File: src/hw/aduli_pkg.sv
package aduli_pkg;

    // led chain geometry.
    localparam int NUM_LEDS = 50;
    localparam int LED_ADDR_WIDTH = $clog2(NUM_LEDS);
    localparam int BIT_SEL_WIDTH = $clog2(LED_ADDR_WIDTH);

    // camera side.
    localparam int NUM_SPOTS = 4;
    localparam int BRIGHT_WIDTH = 8;

    // samples at or above this level count as a lit led.
    localparam int BRIGHT_THRESHOLD = 128;

    typedef logic [LED_ADDR_WIDTH-1:0] led_addr_t;
    typedef logic [BIT_SEL_WIDTH-1:0] bit_sel_t;
    typedef logic [BRIGHT_WIDTH-1:0] brightness_t;

    // one camera frame, one brightness sample per tracked spot.
    typedef struct packed {
        brightness_t [NUM_SPOTS-1:0] bright;
    } spot_frame_t;

    // decoded led address seen by each spot.
    typedef struct packed {
        led_addr_t [NUM_SPOTS-1:0] addr;
    } spot_addr_set_t;

    // top level sequencer.
    typedef enum logic [1:0] {
        DISPLAY        = 2'd0,
        SHOW_CALIB_LED = 2'd1,
        RUN_CALIB_STEP = 2'd2
    } aduli_state_t;

    // one capture and decode step.
    typedef enum logic [1:0] {
        STEP_IDLE       = 2'd0,
        STEP_REQUEST    = 2'd1,
        STEP_WAIT_FRAME = 2'd2,
        STEP_DECODE     = 2'd3
    } step_state_t;

    // serial led chain shifter.
    typedef enum logic [1:0] {
        CHAIN_IDLE  = 2'd0,
        CHAIN_SHIFT = 2'd1,
        CHAIN_LATCH = 2'd2
    } chain_state_t;

endpackage

File: src/hw/aduli_fsm.sv
`timescale 1ns/1ps

module aduli_fsm (
    input  logic                clk_in,
    input  logic                rst_in,
    input  logic                start,
    input  logic                led_display_valid,
    input  logic                calibration_step_going,
    input  logic                calibration_step_ready,
    output aduli_pkg::bit_sel_t led_addr_bit_sel,
    output logic                led_addr_bit_sel_start,
    output logic                calibration_start,
    output logic                calibration_first,
    output logic                busy,
    output logic                calibration_done
);

    import aduli_pkg::*;

    aduli_state_t state;

    // set once the step fsm has picked up the current start.
    logic step_started;

    // the chain may finish before the step fsm is ready.
    logic display_valid_seen;

    assign busy = (state != DISPLAY);

    always_ff @(posedge clk_in) begin
        if (rst_in) begin
            state <= DISPLAY;
            led_addr_bit_sel <= '0;
            led_addr_bit_sel_start <= 1'b0;
            calibration_start <= 1'b0;
            calibration_first <= 1'b0;
            calibration_done <= 1'b0;
            step_started <= 1'b0;
            display_valid_seen <= 1'b0;
        end else begin
            led_addr_bit_sel_start <= 1'b0;
            calibration_done <= 1'b0;

            case (state)
                DISPLAY: begin
                    if (start) begin
                        led_addr_bit_sel <= '0;
                        led_addr_bit_sel_start <= 1'b1;
                        calibration_first <= 1'b1;
                        display_valid_seen <= 1'b0;
                        state <= SHOW_CALIB_LED;
                    end
                end

                SHOW_CALIB_LED: begin
                    if (led_display_valid) begin
                        display_valid_seen <= 1'b1;
                    end

                    if ((display_valid_seen || led_display_valid) && calibration_step_ready) begin
                        calibration_start <= 1'b1;
                        step_started <= 1'b0;
                        display_valid_seen <= 1'b0;
                        state <= RUN_CALIB_STEP;
                    end
                end

                RUN_CALIB_STEP: begin
                    if (calibration_step_going) begin
                        // handshake seen, drop the held request.
                        calibration_start <= 1'b0;
                        calibration_first <= 1'b0;
                        step_started <= 1'b1;
                    end else if (step_started && calibration_step_ready) begin
                        step_started <= 1'b0;
                        if (led_addr_bit_sel == bit_sel_t'(LED_ADDR_WIDTH - 1)) begin
                            calibration_done <= 1'b1;
                            state <= DISPLAY;
                        end else begin
                            led_addr_bit_sel <= led_addr_bit_sel + 1'b1;
                            led_addr_bit_sel_start <= 1'b1;
                            state <= SHOW_CALIB_LED;
                        end
                    end
                end

                default: begin
                    state <= DISPLAY;
                end
            endcase
        end
    end

endmodule

File: src/hw/led_chain_driver.sv
`timescale 1ns/1ps

module led_chain_driver (
    input  logic                clk_in,
    input  logic                rst_in,
    input  aduli_pkg::bit_sel_t led_addr_bit_sel,
    input  logic                led_addr_bit_sel_start,
    output logic                led_data,
    output logic                led_clk,
    output logic                led_latch,
    output logic                led_display_valid
);

    import aduli_pkg::*;

    chain_state_t state;

    // the led index counts down to zero as bits go out.
    led_addr_t led_idx;
    led_addr_t next_idx;

    // bit select is captured so the pattern cannot change mid shift.
    bit_sel_t bit_sel_q;

    assign next_idx = led_idx - 1'b1;

    always_ff @(posedge clk_in) begin
        if (led_addr_bit_sel_start && (state == CHAIN_IDLE)) begin
            led_idx <= led_addr_t'(NUM_LEDS - 1);
            bit_sel_q <= led_addr_bit_sel;
        end else if ((state == CHAIN_SHIFT) && led_clk && (led_idx != '0)) begin
            led_idx <= next_idx;
        end
    end

    always_ff @(posedge clk_in) begin
        if (rst_in) begin
            state <= CHAIN_IDLE;
            led_data <= 1'b0;
            led_clk <= 1'b0;
            led_latch <= 1'b0;
            led_display_valid <= 1'b0;
        end else begin
            case (state)
                CHAIN_IDLE: begin
                    led_latch <= 1'b0;
                    led_display_valid <= 1'b0;
                    led_clk <= 1'b0;
                    if (led_addr_bit_sel_start) begin
                        // farthest led goes out first.
                        led_data <= 1'(led_addr_t'(NUM_LEDS - 1) >> led_addr_bit_sel);
                        state <= CHAIN_SHIFT;
                    end else begin
                        led_data <= 1'b0;
                    end
                end

                CHAIN_SHIFT: begin
                    if (!led_clk) begin
                        led_clk <= 1'b1;
                    end else begin
                        led_clk <= 1'b0;
                        if (led_idx == '0) begin
                            led_data <= 1'b0;
                            led_latch <= 1'b1;
                            led_display_valid <= 1'b1;
                            state <= CHAIN_LATCH;
                        end else begin
                            led_data <= next_idx[bit_sel_q];
                        end
                    end
                end

                CHAIN_LATCH: begin
                    led_latch <= 1'b0;
                    led_display_valid <= 1'b0;
                    state <= CHAIN_IDLE;
                end

                default: begin
                    state <= CHAIN_IDLE;
                end
            endcase
        end
    end

endmodule

File: src/hw/calibration_step_fsm.sv
`timescale 1ns/1ps

module calibration_step_fsm (
    input  logic                      clk_in,
    input  logic                      rst_in,
    input  logic                      calibration_start,
    input  logic                      calibration_first,
    input  aduli_pkg::bit_sel_t       led_addr_bit_sel,
    input  logic                      frame_valid,
    input  aduli_pkg::spot_frame_t    spot_frame,
    output logic                      capture_req,
    output logic                      calibration_step_going,
    output logic                      calibration_step_ready,
    output aduli_pkg::spot_addr_set_t spot_addrs
);

    import aduli_pkg::*;

    step_state_t state;

    // per spot lit flag for the frame on the bus.
    logic [NUM_SPOTS-1:0] spot_lit;

    always_comb begin
        for (int s = 0; s < NUM_SPOTS; s++) begin
            spot_lit[s] = (spot_frame.bright[s] >= BRIGHT_THRESHOLD);
        end
    end

    // decode is the handoff cycle, the new bit is already in spot_addrs.
    assign calibration_step_ready = (state == STEP_IDLE) || (state == STEP_DECODE);
    assign calibration_step_going = (state == STEP_REQUEST) || (state == STEP_WAIT_FRAME);
    assign capture_req = (state == STEP_REQUEST);

    always_ff @(posedge clk_in) begin
        if (rst_in) begin
            state <= STEP_IDLE;
            spot_addrs <= '0;
        end else begin
            case (state)
                STEP_IDLE, STEP_DECODE: begin
                    if (calibration_start) begin
                        // a new calibration starts from a clean address.
                        if (calibration_first) begin
                            spot_addrs <= '0;
                        end
                        state <= STEP_REQUEST;
                    end else begin
                        state <= STEP_IDLE;
                    end
                end

                STEP_REQUEST: begin
                    state <= STEP_WAIT_FRAME;
                end

                STEP_WAIT_FRAME: begin
                    // the camera may take any number of cycles.
                    if (frame_valid) begin
                        for (int s = 0; s < NUM_SPOTS; s++) begin
                            spot_addrs.addr[s][led_addr_bit_sel] <= spot_lit[s];
                        end
                        state <= STEP_DECODE;
                    end
                end

                default: begin
                    state <= STEP_IDLE;
                end
            endcase
        end
    end

endmodule

File: src/hw/aduli_top.sv
`timescale 1ns/1ps

module aduli_top (
    input  logic                      clk_in,
    input  logic                      rst_in,
    input  logic                      start,
    input  logic                      frame_valid,
    input  aduli_pkg::spot_frame_t    spot_frame,
    output logic                      led_data,
    output logic                      led_clk,
    output logic                      led_latch,
    output logic                      capture_req,
    output logic                      busy,
    output logic                      calibration_done,
    output aduli_pkg::spot_addr_set_t spot_addrs
);

    import aduli_pkg::*;

    bit_sel_t led_addr_bit_sel;
    logic     led_addr_bit_sel_start;
    logic     led_display_valid;
    logic     calibration_start;
    logic     calibration_first;
    logic     calibration_step_going;
    logic     calibration_step_ready;

    aduli_fsm aduli_fsm_inst (
        .clk_in                 (clk_in),
        .rst_in                 (rst_in),
        .start                  (start),
        .led_display_valid      (led_display_valid),
        .calibration_step_going (calibration_step_going),
        .calibration_step_ready (calibration_step_ready),
        .led_addr_bit_sel       (led_addr_bit_sel),
        .led_addr_bit_sel_start (led_addr_bit_sel_start),
        .calibration_start      (calibration_start),
        .calibration_first      (calibration_first),
        .busy                   (busy),
        .calibration_done       (calibration_done)
    );

    led_chain_driver led_chain_driver_inst (
        .clk_in                 (clk_in),
        .rst_in                 (rst_in),
        .led_addr_bit_sel       (led_addr_bit_sel),
        .led_addr_bit_sel_start (led_addr_bit_sel_start),
        .led_data               (led_data),
        .led_clk                (led_clk),
        .led_latch              (led_latch),
        .led_display_valid      (led_display_valid)
    );

    calibration_step_fsm calibration_step_fsm_inst (
        .clk_in                 (clk_in),
        .rst_in                 (rst_in),
        .calibration_start      (calibration_start),
        .calibration_first      (calibration_first),
        .led_addr_bit_sel       (led_addr_bit_sel),
        .frame_valid            (frame_valid),
        .spot_frame             (spot_frame),
        .capture_req            (capture_req),
        .calibration_step_going (calibration_step_going),
        .calibration_step_ready (calibration_step_ready),
        .spot_addrs             (spot_addrs)
    );

endmodule

File: config.mk
export PLATFORM = sky130hd
export DESIGN_NAME = aduli_top
export DESIGN_NICKNAME = d
export VERILOG_FILES = /design/src/hw/aduli_pkg.sv /design/src/hw/aduli_fsm.sv /design/src/hw/led_chain_driver.sv /design/src/hw/calibration_step_fsm.sv /design/src/hw/aduli_top.sv
export SDC_FILE = /design/constraint.sdc
export NUM_CORES = 1
export LEC_CHECK = 0
export ABC_AREA = 1
export BUFFER_PORTS_ARGS = -buffer_cell sky130_fd_sc_hd__buf_2
export CAP_MARGIN = 20
export CORE_ASPECT_RATIO = 0.6
export CORE_MARGIN = 5
export CORE_UTILIZATION = 51
export CTS_CLUSTER_DIAMETER = 200
export DETAILED_ROUTE_END_ITERATION = 10
export GPL_TIMING_DRIVEN = 0
export PLACE_DENSITY = 0.78
export SLEW_MARGIN = 30
export SYNTH_ARGS = -nofsm -noshare
export SYNTH_HDL_FRONTEND = slang
export SYNTH_SLANG_ARGS = --single-unit
File: constraint.sdc
create_clock -name clk_in -period 1.9 [get_ports clk_in]
set_input_delay 0.19 -clock clk_in [delete_from_list [all_inputs] [get_ports clk_in]]
set_output_delay 0.19 -clock clk_in [all_outputs]
set_load 0.01 [all_outputs]
# Word level (Yosys, flattened, before mapping)
# Index checks and enable logic that the tools add are counted.
# Widths: inputs -> output; s select.
# classes
n_addsub	2
eq_ne	22
bitwise	2
shifts	1
multipliers	0
magnitude_cmp	7
mux	58
n_reduce_logical	34
div_mod_pow	0
# op_table
op	count
$mux 24	3
$pmux 24 s2	1
$ge 8x8->1 const B	4
$bwmux 6	4
$mux 1	24
$reduce_and 3->1	6
$mux 2	8
$ne 2x2->1 const B	8
$pmux 1 s2	8
$reduce_bool 2->1	7
$mux 3	4
$pmux 2 s3	2
$eq 2x2->1 const B	4
$lt 3x4->1 const B	2
$ne 2x1->1 const B	4
$reduce_and 4->1	2
$eq 2x1->1 const B	3
$logic_and 1x1->1	6
$logic_not 2->1	3
$logic_not 6->1	1
$ne 3x1->1 const B	2
$pmux 3 s2	1
$reduce_bool 6->1	1
$shr 6x3->1 const A	1
13 further kinds	17
# word_totals
output_inout_bits	30
in_bits	36
word_cells	145
regBits	51
mem_count	0
latchBits	0
mem_bits_ro	0
ram_bits	0

# Logic depth before layout (Yosys ltp)
# Gate-level depths: netlist (run 1).
# depth
word_depth	7
depth_mapped	11
depth_no_buf	11

# Modules after synthesis
# From an unflattened synthesis (run 1), not the netlist that was laid out.
# unflattened
hier_cells	330
area_unflattened_um2	2359.8
# modules_own_cells
mod	cells_each	area_each_um2	seq_area_each_um2	instances
calibration_step_fsm	159	1136.1	520.5	1
led_chain_driver	98	716.9	310.3	1
aduli_fsm	73	506.7	220.2	1

# Least setup slack after synthesis (run 1)
# No wires, ideal clock.
# synth_timing
path_kind	register to register
from	reg calibration_step_fsm_inst.state[0]
to	reg, netlist name calibration_step_fsm_inst.spot_addrs[15]
period_less_slack_ps	1565
setup_ps	70
path_stages_with_launch	10
arrival_time_ps	1495
required_ps	1830
slack_ps	335
cell_sequence	dfxtp_1 -> inv_1 -> ha_1 -> o21ai_2 -> nand2_2 -> nor2_4 -> nand2_4 -> nor2_4 -> nand2_1 -> a21oi_1
# synth_between
elab_chain_cells	4
word_cells_on_any_way	10
classes_between	eq/ne (5); mux (1); reduce/logical (4)
# synth_rtl
element	line	rtl
start: declaration	calibration_step_fsm.sv:19	step_state_t state;
start signal: assignment	calibration_step_fsm.sv:37	state <= STEP_IDLE;
start signal: assignment	calibration_step_fsm.sv:47	state <= STEP_REQUEST;
start signal: assignment	calibration_step_fsm.sv:49	state <= STEP_IDLE;
$eq 2x2->1 / $logic_not 2->1 (equally long branches)	calibration_step_fsm.sv:40	case (state)
$reduce_or 2->1	calibration_step_fsm.sv:40	
$ne 2x2->1 (no line) / $reduce_bool 2->1 (equally long branches)	-	
$reduce_and 4->1 (no line)	-	
# Parallel ways exist; a longest one is shown, timed or not.
# A chain may end at the register's enable or synchronous reset.

# Worst setup path in the final report (run 1)
# layout_timing
from	reg calibration_step_fsm_inst.state[0]
to	reg, netlist name calibration_step_fsm_inst.spot_addrs[10]
# layout_between
elab_chain_cells	4
word_cells_on_any_way	10
classes_between	eq/ne (5); mux (1); reduce/logical (4)
# layout_rtl
element	line
$eq 2x2->1 / $logic_not 2->1 (equally long branches)	calibration_step_fsm.sv:40
$reduce_or 2->1	calibration_step_fsm.sv:40
$ne 2x2->1 (no line) / $reduce_bool 2->1 (equally long branches)	-
$reduce_and 4->1 (no line)	-
# Parallel ways exist; a longest one is shown, timed or not.

==> metrics.txt, run 1 <==
row count 19; worst stage delay on the critical path 0.34 ns; multi-input logic area 1160 um2; area post-placement 2610 um2; Die Y 62.6 um; CTS tree built; root buffer cell clkbuf_8; Num CTS Buffers 5; fin area 2760 um2; H-tree depth 2; worst hold slack 0.195 ns; CP Capture Type register; CP arrival 2.01 ns; Gate power share 0.376; Total Wirelength 5520 um; status completed; Peak VDD IR 0.719 mV; CORE AREA 4520 um2; Seq cells post-synth 51; max-slew violations 0; Crit path max-delay family simple AND/OR/NAND/NOR gates; top cells by area, synth dfxtp_1, nand2_1, a21oi_1; max_cap viols 0; Slew HR 0.583; Netlist cell types 24; Flop pwr share 0.412; DR pass1 iterations 5; largest net degree at the start of global routing 17; final core occ 0.611; worst-path cell chain inv_1, ha_4, nand2_1, o21ai_2, nand2_2, nor2_4, nand2_4, nor2_4, nand2_1, a21oi_1; Net Count, Synth 366; Synth Instances 318; top-area cell type share of the netlist area 0.409; minimum clock period 1.77 ns; Int Pwr 2.01 mW; initial core utilization 0.520; Avg Inst Size Synth 7.39 um2; clk slew on worst S/H paths 0.09 ns; layout cells sized above 1 0.173; yosys synthesis warning count 0; Avg WL per Cell 12.9 um; Fmax 564 MHz; Crit path buffers/inverters 1; Slowest cell on crit path dfxtp_2; area leader, netlist dfxtp_1; post-route DRC violation count 0; register area share after synthesis 0.448; vias in the first global route 1975; total gr overflow 0; type of the worst setup path register to register; Reg area 1050 um2; setup TNS 0 ns; Net Sw Power 1.35 mW; CP Data Required Time 2.14 ns; worst slew pin tran 0.621 ns; Leakage 1.24 nW; GPL Wtd Cong 0.899; Final Non-Filler Cells 427; Synth Cell Area 2350 um2; final-layout fill cell count 422; Max Clock Skew 0.0100 ns; Switching Fraction 0.401; Clock Sink Count 51; fin crit share 0.933; hold crit path type input pin to register; R2R setup slack 0.13 ns; global-route wire length before repair 9370 um; maximum clock path buffer count 2; Area Overhead vs Synth 17.6%; Antenna Cells 0; final hold violation count 0; PnR worst setup slack 0.128 ns; Top Ports 66; DP Worst Slack 0.0438 ns; startpoint types register; vias 2209; total power draw 3.36 mW; RSZ-0062 raised after global routing false; DRT iter0 DRCs 166; Final setup viols 0; vias per cell 5.17; port bufs 36; Antenna Nets Post-Route 0; Die X 97.6 um; Crit Path Max Fanout 7; Clock Latency Late Sink 0.31 ns; hpwl dp 4190 um; Die ar. 6110 um2; Final #Nets 411; antenna violations before repair 0; Inst Count DP 417; gr usage total 0.187; Clock Power Share 0.212; P per Cell Area 1220 nW/um2
==> layer usage <==
metal,part of all wire,wire length [um],vias to the layer above,global-route usage
li1,-,-,1120,-
met1,0.51,2790,1001,0.278
met2,0.40,2200,81,0.262
met3,0.087,480,7,0.0591
met4,0.0087,48,0,0.0449
met5,0,0,-,0
==> cell families (layout without fill, tap and decap cells) <==
| logic type | Yosys count | after routing | share of synthesized area |
|---|---|---|---|
| AO/OA/AOI/OAI | 72 | 72 | 0.160 |
| adder cells (fa/ha/maj) | 12 | 12 | 0.0639 |
| buffers and inverters | 44 | 90 | 0.0703 |
| flip-flops | 51 | 51 | 0.448 |
| AND/OR/NAND/NOR | 139 | 139 | 0.258 |
==> cell usage after synthesis, drive strengths merged <==
master	count
nand2	93
dfxtp	48
a21oi	46
inv	40
nor2	25
o21ai	21
ha	12
nand3	10
nor3	6
clkbuf	4
a211oi	3
edfxtp	3
nand4	2
a2111oi	1
a31oi	1
nor3b	1
nor4	1
or2	1
==> worst paths after layout <==
check,startpoint,end,depth (start not counted)
setup / recovery,calibration_step_fsm_inst.state[0],calibration_step_fsm_inst.spot_addrs[10],10
hold / removal,frame_valid,calibration_step_fsm_inst.state[1],3
setup reg to reg,calibration_step_fsm_inst.state[0],calibration_step_fsm_inst.spot_addrs[10],10
hold reg to reg,calibration_step_fsm_inst.spot_addrs[13],calibration_step_fsm_inst.spot_addrs[13],2
==> power by group through the flow <==
stage          logic [mW]  clock network [mW]  registers (mW)
6_report             1.26               0.714            1.38
5_1_grt              1.44               0.778            1.41
4_1_cts              1.19               0.719            1.37
3_5_place_dp         1.18                   0            1.40
3_3_place_gp         1.14                   0            1.39
2_1_floorplan       0.912                   0            1.37
==> sequential cells by signal, summed over array words and instances, names as in the netlist <==
signal                                 flops
led_chain_driver_inst.led_data             1
led_chain_driver_inst.state                2
calibration_step_fsm_inst.spot_addrs      24
aduli_fsm_inst.led_addr_bit_sel            3
aduli_fsm_inst.calibration_start           1
aduli_fsm_inst.display_valid_seen          1
led_chain_driver_inst.bit_sel_q            3
led_chain_driver_inst.led_latch            1
aduli_fsm_inst.state                       2
led_chain_driver_inst.led_clk              1
led_chain_driver_inst.led_idx              6
aduli_fsm_inst.calibration_first           1
aduli_fsm_inst.led_addr_bit_sel_start      1
calibration_step_fsm_inst.state            2
aduli_fsm_inst.calibration_done            1
aduli_fsm_inst.step_started                1
==> area by class of cell <==
type,instances,area share
clock buffer,6,0.0340
inverter,40,0.0553
timing repair buffer,38,0.0707
multi-input combinational,223,0.420
clock inverter,2,0.00498
sequential,51,0.381
buffer,4,0.00544
tap,63,0.0285
==> worst register-to-register path, stage by stage (launching register included) <==
cell     delay (ns)
dfxtp_2        0.34
inv_1          0.07
ha_4           0.31
nand2_1        0.07
o21ai_2        0.06
nand2_2        0.08
nor2_4         0.20
nand2_4        0.12
nor2_4         0.24
nand2_1        0.08
a21oi_1        0.14
==> repair_timing <==
action | 4_1_cts | 5_1_grt
resized for setup | 0 | 10
hold buffers | 0 | 0
setup endpoints to repair | 0 | 30
setup buffers | 0 | 2
==> layout by cell type (no fill, tap or decap), types with 2 or more instances in the layout <==
cell type  instances
edfxtp_1           3
o21ai_1            4
nand2_1           90
dfxtp_1           47
buf_2             36
nor2_4             5
a21oi_1           44
buf_4              2
a211oi_1           3
nand4_1            2
clkbuf_8           5
ha_1              11
inv_1             38
a21oi_2            2
nand3_1           10
nor2_1            20
nor3_1             5
nand2_2            2
clkbuf_1           4
o21ai_0           16
No activity file was read; power rests on OpenSTA's default activity.
==> run 2, diff against run 1 <==
--- a/config.mk
+++ b/config.mk
@@ -14,6 +14,7 @@
 export CTS_CLUSTER_DIAMETER = 200
 export DETAILED_ROUTE_END_ITERATION = 10
 export GPL_TIMING_DRIVEN = 0
+export MAX_ROUTING_LAYER = met4
 export PLACE_DENSITY = 0.78
 export SLEW_MARGIN = 30
 export SYNTH_ARGS = -nofsm -noshare
==> metrics.txt, run 2 (synthesized netlist as in run 1, its figures left out) <==
status completed; hold crit path type input pin to register; Largest Register calibration_step_fsm_inst.spot_addrs; Slowest cell on crit path dfxtp_1; minimum clock period 1.76 ns; Die ar. 6110 um2; GPL Wtd Cong 0.918; fin crit share 0.927; Final Non-Filler Cells 425; maximum clock path buffer count 2; startpoint types register; hpwl dp 4140 um; top flop regs calibration_step_fsm_inst.spot_addrs (24), led_chain_driver_inst.led_idx (6); layout cells sized above 1 0.155; largest net degree at the start of global routing 15; Clock Sink Count 51; Largest register FFs 24; Die Y 62.6 um; CP arrival 2.00 ns; post-route DRC violation count 0; Fmax 568 MHz; Die X 97.6 um; commonest non-fill, non-tap cell in the layout nand2_1; clk slew on worst S/H paths 0.09 ns; Leakage 1.23 nW; DR pass1 iterations 4; Clock Latency Late Sink 0.30 ns; antenna violations before repair 0; Num CTS Buffers 5; H-tree depth 2; row count 19; DRT iter0 DRCs 154; Peak VDD IR 0.647 mV; CP Capture Type register; Slew HR 0.632; Inst Count DP 417; Final #Nets 410; CTS tree built; Critical Path Sink calibration_step_fsm_inst.spot_addrs[6]; Total Wirelength 5430 um; max_cap viols 0; type of the worst setup path register to register; worst stage delay on the critical path 0.34 ns; Most common cell on crit path nor2_4; Worst R2R End calibration_step_fsm_inst.spot_addrs[6]; gr usage total 0.185; Area Overhead vs Synth 16.9%; Worst R2R Path Depth 10; most frequent cells in the layout nand2_1, dfxtp_1, a21oi_1, inv_1, buf_2; global-route wire length before repair 9100 um; vias 2164; Antenna Cells 0; Top Ports 66; worst slew pin tran 0.547 ns; max-slew violations 0; port bufs 36; total gr overflow 0; vias per cell 5.09; CP startpoint calibration_step_fsm_inst.state[0]; worst-path cell chain inv_1, ha_4, inv_2, or2_4, nand2_2, nor2_4, nand2_4, nor2_4, nand2_1, a21oi_2; Final setup viols 0; root buffer cell clkbuf_8; hold buffers post-CTS 0; Avg WL per Cell 12.8 um; worst hold slack 0.176 ns; final hold violation count 0; P per Cell Area 1230 nW/um2; r2r startpoint calibration_step_fsm_inst.state[0]; Crit Path Max Fanout 8; R2R setup slack 0.14 ns; initial core utilization 0.520; vias in the first global route 1998; Max Clock Skew 0.00967 ns; CP Data Required Time 2.13 ns; Antenna Nets Post-Route 0; CORE AREA 4520 um2
## run 2: worst min path at each step
stage	start	cells past startpoint	endpoint	slack [ns]
floorplan	frame_valid	2	calibration_step_fsm_inst.state[1]	0.40
global placement	aduli_fsm_inst.calibration_first	2	aduli_fsm_inst.calibration_first	0.45
detailed placement	calibration_step_fsm_inst.spot_addrs[20]	2	calibration_step_fsm_inst.spot_addrs[20]	0.45
CTS	frame_valid	3	calibration_step_fsm_inst.state[1]	0.18
global route	frame_valid	3	calibration_step_fsm_inst.state[1]	0.18
finish	frame_valid	3	calibration_step_fsm_inst.state[1]	0.18
## run 2: repair_timing
item | 4_1_cts | 5_1_grt
setup endpoints to repair | 0 | 30
buffers inserted | 0 | 1
resized for setup | 0 | 5
endpoints found under the hold margin | 0 | 0
## run 2: routing by layer
metal | track usage | wire length, um | vias up
met5 | - | 0 | -
met4 | 0.0518 | 31 | 0
met3 | 0.0457 | 471 | 4
met2 | 0.260 | 2160 | 76
met1 | 0.261 | 2770 | 968
li1 | - | - | 1116
## run 2: metrics by stage
step / power, mW / setup slack, ns / instance area (um2) / utilization / TNS [ns]
after floorplan: 2.28 / 0.335 / 2350 / - / 0
after global placement: 2.53 / 0.121 / 2610 / 0.577 / 0
after detailed placement: 2.57 / 0.0906 / 2610 / 0.577 / 0
after CTS: 3.30 / 0.0631 / 2710 / 0.600 / 0
after global routing: 3.64 / -0.00379 / 2750 / 0.608 / -0.00464
final: 3.38 / 0.139 / 2750 / 0.608 / 0
## run 2: power by group
part           internal [mW]  switching, mW
Clock                  0.387          0.353
Combinational          0.437          0.830
Sequential              1.24          0.137
Total                   2.06           1.32
## run 2: layout make-up
cell class	instances	area (um2)
plain buffers	4	15.0
clock buffers	6	72.6
clock inverters	1	30.0
fillers	423	1770
inverters	40	150
multi-input cells	223	1150
flip-flops and latches	51	1050
well taps	63	78.8
repair buffers	37	200
## run 2: critical path, delay by kind of cell (launching register included)
| family | cells | cell delay (ns) |
|---|---|---|
| AOI/OAI and AO/OA | 1 | 0.13 |
| buffers and inverters | 2 | 0.23 |
| adders and majority gates | 1 | 0.19 |
| and+or+nand+nor | 6 | 0.81 |
| DFF | 1 | 0.34 |
==> run 3, diff against run 2 <==
--- a/config.mk
+++ b/config.mk
@@ -5,18 +5,17 @@
 export SDC_FILE = /design/constraint.sdc
 export NUM_CORES = 1
 export LEC_CHECK = 0
-export ABC_AREA = 1
 export BUFFER_PORTS_ARGS = -buffer_cell sky130_fd_sc_hd__buf_2
 export CAP_MARGIN = 20
 export CORE_ASPECT_RATIO = 0.6
 export CORE_MARGIN = 5
-export CORE_UTILIZATION = 51
+export CORE_UTILIZATION = 25
 export CTS_CLUSTER_DIAMETER = 200
 export DETAILED_ROUTE_END_ITERATION = 10
 export GPL_TIMING_DRIVEN = 0
 export MAX_ROUTING_LAYER = met4
-export PLACE_DENSITY = 0.78
 export SLEW_MARGIN = 30
 export SYNTH_ARGS = -nofsm -noshare
 export SYNTH_HDL_FRONTEND = slang
 export SYNTH_SLANG_ARGS = --single-unit
+export TNS_END_PERCENT = 100
==> metrics.txt, run 3 <==
H-tree depth 2; Seq cells post-synth 51; worst-path cell chain inv_1, ha_4, buf_6, nand2_1, a221oi_4, nand2_1, xor2_1, nor2_1; Synth Instances 273; CP arrival 2.00 ns; Clock Latency Late Sink 0.29 ns; post-route DRC violation count 0; max layer used met4; Post-Synth Adder-Cell Area 0.0622; total gr overflow 0; Netlist cell types 42; Max Clock Skew 0.00334 ns; CP Capture Type register; Critical Path Sink aduli_fsm_inst.led_addr_bit_sel[2]; Int Pwr 2.33 mW; Most common cell on crit path nand2_1; largest family of logic cells by synthesized area simple AND/OR/NAND/NOR gates; Peak VDD IR 0.516 mV; hpwl dp 4830 um; Clock Sink Count 51; Largest register FFs 24; Flop pwr share 0.342; Antenna Nets Post-Route 0; leading register cell type out of synthesis dfxtp_1; Synth Area in Compound Gates 0.205; Reg area 1050 um2; Num CTS Buffers 5; most frequent cells in the layout dfxtp_1, nor2_1, buf_2, a32oi_1, nand2_1; top cells by area, synth dfxtp_1, a32oi_1, nor2_1; Die Y 86.1 um; r2r startpoint calibration_step_fsm_inst.state[0]; final hold violation count 0; Slew HR 0.605; worst slew pin tran 0.593 ns; maximum clock path buffer count 2; Net Count, Synth 321; CORE AREA 9290 um2; antenna violations before repair 0; post-synthesis mux area share 0; row count 27; Switching Fraction 0.380; Crit Path Max Fanout 5; Net Sw Power 1.43 mW; CP startpoint calibration_step_fsm_inst.state[0]; total power draw 3.76 mW; port bufs 37; Top Ports 66; startpoint types register; Leakage 1.22 nW; Gate power share 0.422; gr usage total 0.111; hold crit path type input pin to register; GPL Wtd Cong 0.833; CTS tree built; DR pass1 iterations 4; Final Non-Filler Cells 450; Die X 137 um; Fmax 548 MHz; DRT iter0 DRCs 207; Antenna Cells 0; largest net degree at the start of global routing 17; simple-gate share of the synthesized area 0.212; vias per cell 4.68; Final #Nets 367; root buffer cell clkbuf_16; Post-synth EDFFs 3; final-layout fill cell count 951; met3 wire length 325 um; Die ar. 11800 um2; Routed met2 length 2540 um; area leader, netlist dfxtp_1; top post-synthesis cells by count dfxtp_1, nor2_1, a32oi_1, nand2_1, inv_1; vias in the first global route 1868; R2R setup slack 0.08 ns; worst stage delay on the critical path 0.41 ns; Avg WL per Cell 14.5 um; Clock Power Share 0.236; top-area cell type share of the netlist area 0.398; status completed; clk slew on worst S/H paths 0.07 ns; yosys synthesis warning count 0; Slowest cell on crit path a221oi_4; register area share after synthesis 0.435; wire length on met1 3660 um; cell with the most instances after synthesis dfxtp_1; commonest non-fill, non-tap cell in the layout dfxtp_1; P per Cell Area 1230 nW/um2; top flop regs calibration_step_fsm_inst.spot_addrs (24), led_chain_driver_inst.led_idx (6); fin crit share 0.960; Inst Count DP 440; type of the worst setup path register to register; layout cells sized above 1 0.259; Post-Synth XOR/XNOR Area 0.0327; Avg Inst Size Synth 8.84 um2; Worst R2R End aduli_fsm_inst.led_addr_bit_sel[2]; max_cap viols 0; Total Wirelength 6550 um; final core occ 0.331; Largest Register calibration_step_fsm_inst.spot_addrs; multi-input logic area 1330 um2; global-route wire length before repair 10100 um; minimum clock period 1.82 ns; Worst R2R Path Depth 8; Area Overhead vs Synth 27.2%; vias 2108; Synth Cell Area 2410 um2; max-slew violations 0; asr flop ratio synth 0; CP Data Required Time 2.08 ns; initial core utilization 0.260; Final setup viols 0
[run 3: layout make-up]
class                      instances  share of cell area
inverter                          16              0.0196
tap                              130              0.0530
timing repair buffer              40              0.0738
multi-input combinational        192               0.434
clock inverter                     3             0.00611
sequential                        51               0.344
buffer                            13              0.0293
clock buffer                       5              0.0407
[run 3: repair_timing]
action / CTS / global route
hold buffers: 0 / 0
gates resized for setup: 8 / 27
cloned: 0 / 2
pin swaps: 2 / 6
buffers inserted: 1 / 0
endpoints found under the setup margin: 30 / 30
[run 3: through the flow]
step / cell area [um2] / TNS, ns / hold WS [ns] / worst slack, ns
floorplan: 2410 / 0 / 0.280 / 0.104
CTS: 2940 / 0 / 0.141 / 0.00609
global route: 3070 / -0.0458 / 0.147 / -0.0139
detailed placement: 2760 / -3.81 / 0.450 / -0.221
finish: 3070 / 0 / 0.141 / 0.0765
global placement: 2760 / -2.80 / 0.449 / -0.208
[run 3: worst max-delay path: cells and delay by family (launching register included)]
family	cells	cell delay (ns)
buffers and inverters	2	0.20
xor gates and xnor gates	1	0.14
DFF	1	0.34
adders and majority gates	1	0.28
and+or+nand+nor	3	0.33
AOI/OAI and AO/OA	1	0.41
[run 3: power groups by stage]
| stage | sequential [mW] | clock (mW) | combinational (mW) |
|---|---|---|---|
| 4_1_cts | 1.28 | 0.911 | 1.29 |
| 3_5_place_dp | 1.30 | 0 | 1.20 |
| 3_3_place_gp | 1.30 | 0 | 1.17 |
| 5_1_grt | 1.30 | 0.954 | 1.75 |
| 2_1_floorplan | 1.28 | 0 | 0.896 |
| 6_report | 1.29 | 0.887 | 1.59 |
[run 3: cells by family (layout without fill, tap and decap cells)]
kind of cell / after synthesis / in the layout
buffers and inverters: 30 / 77
adder cells (fa/ha/maj): 12 / 12
XOR/XNOR: 9 / 9
AND/OR/NAND/NOR: 104 / 104
AO/OA/AOI/OAI: 67 / 67
flip-flops: 51 / 51
[run 3: worst min-delay path by stage]
stage / start / endpoint / slack [ns] / depth (start not counted)
finish: rst_in / calibration_step_fsm_inst.state[0] / 0.14 / 2
global placement: calibration_step_fsm_inst.spot_addrs[21] / calibration_step_fsm_inst.spot_addrs[21] / 0.45 / 2
global route: rst_in / calibration_step_fsm_inst.state[0] / 0.15 / 2
CTS: rst_in / calibration_step_fsm_inst.state[0] / 0.14 / 2
detailed placement: rst_in / calibration_step_fsm_inst.state[0] / 0.45 / 2
floorplan: rst_in / calibration_step_fsm_inst.state[0] / 0.28 / 1
[run 3: layer usage]
metal / track usage / vias up
li1: - / 1069
met1: 0.177 / 987
met2: 0.137 / 50
met3: 0.0275 / 2
met4: 0.0163 / 0
met5: - / -
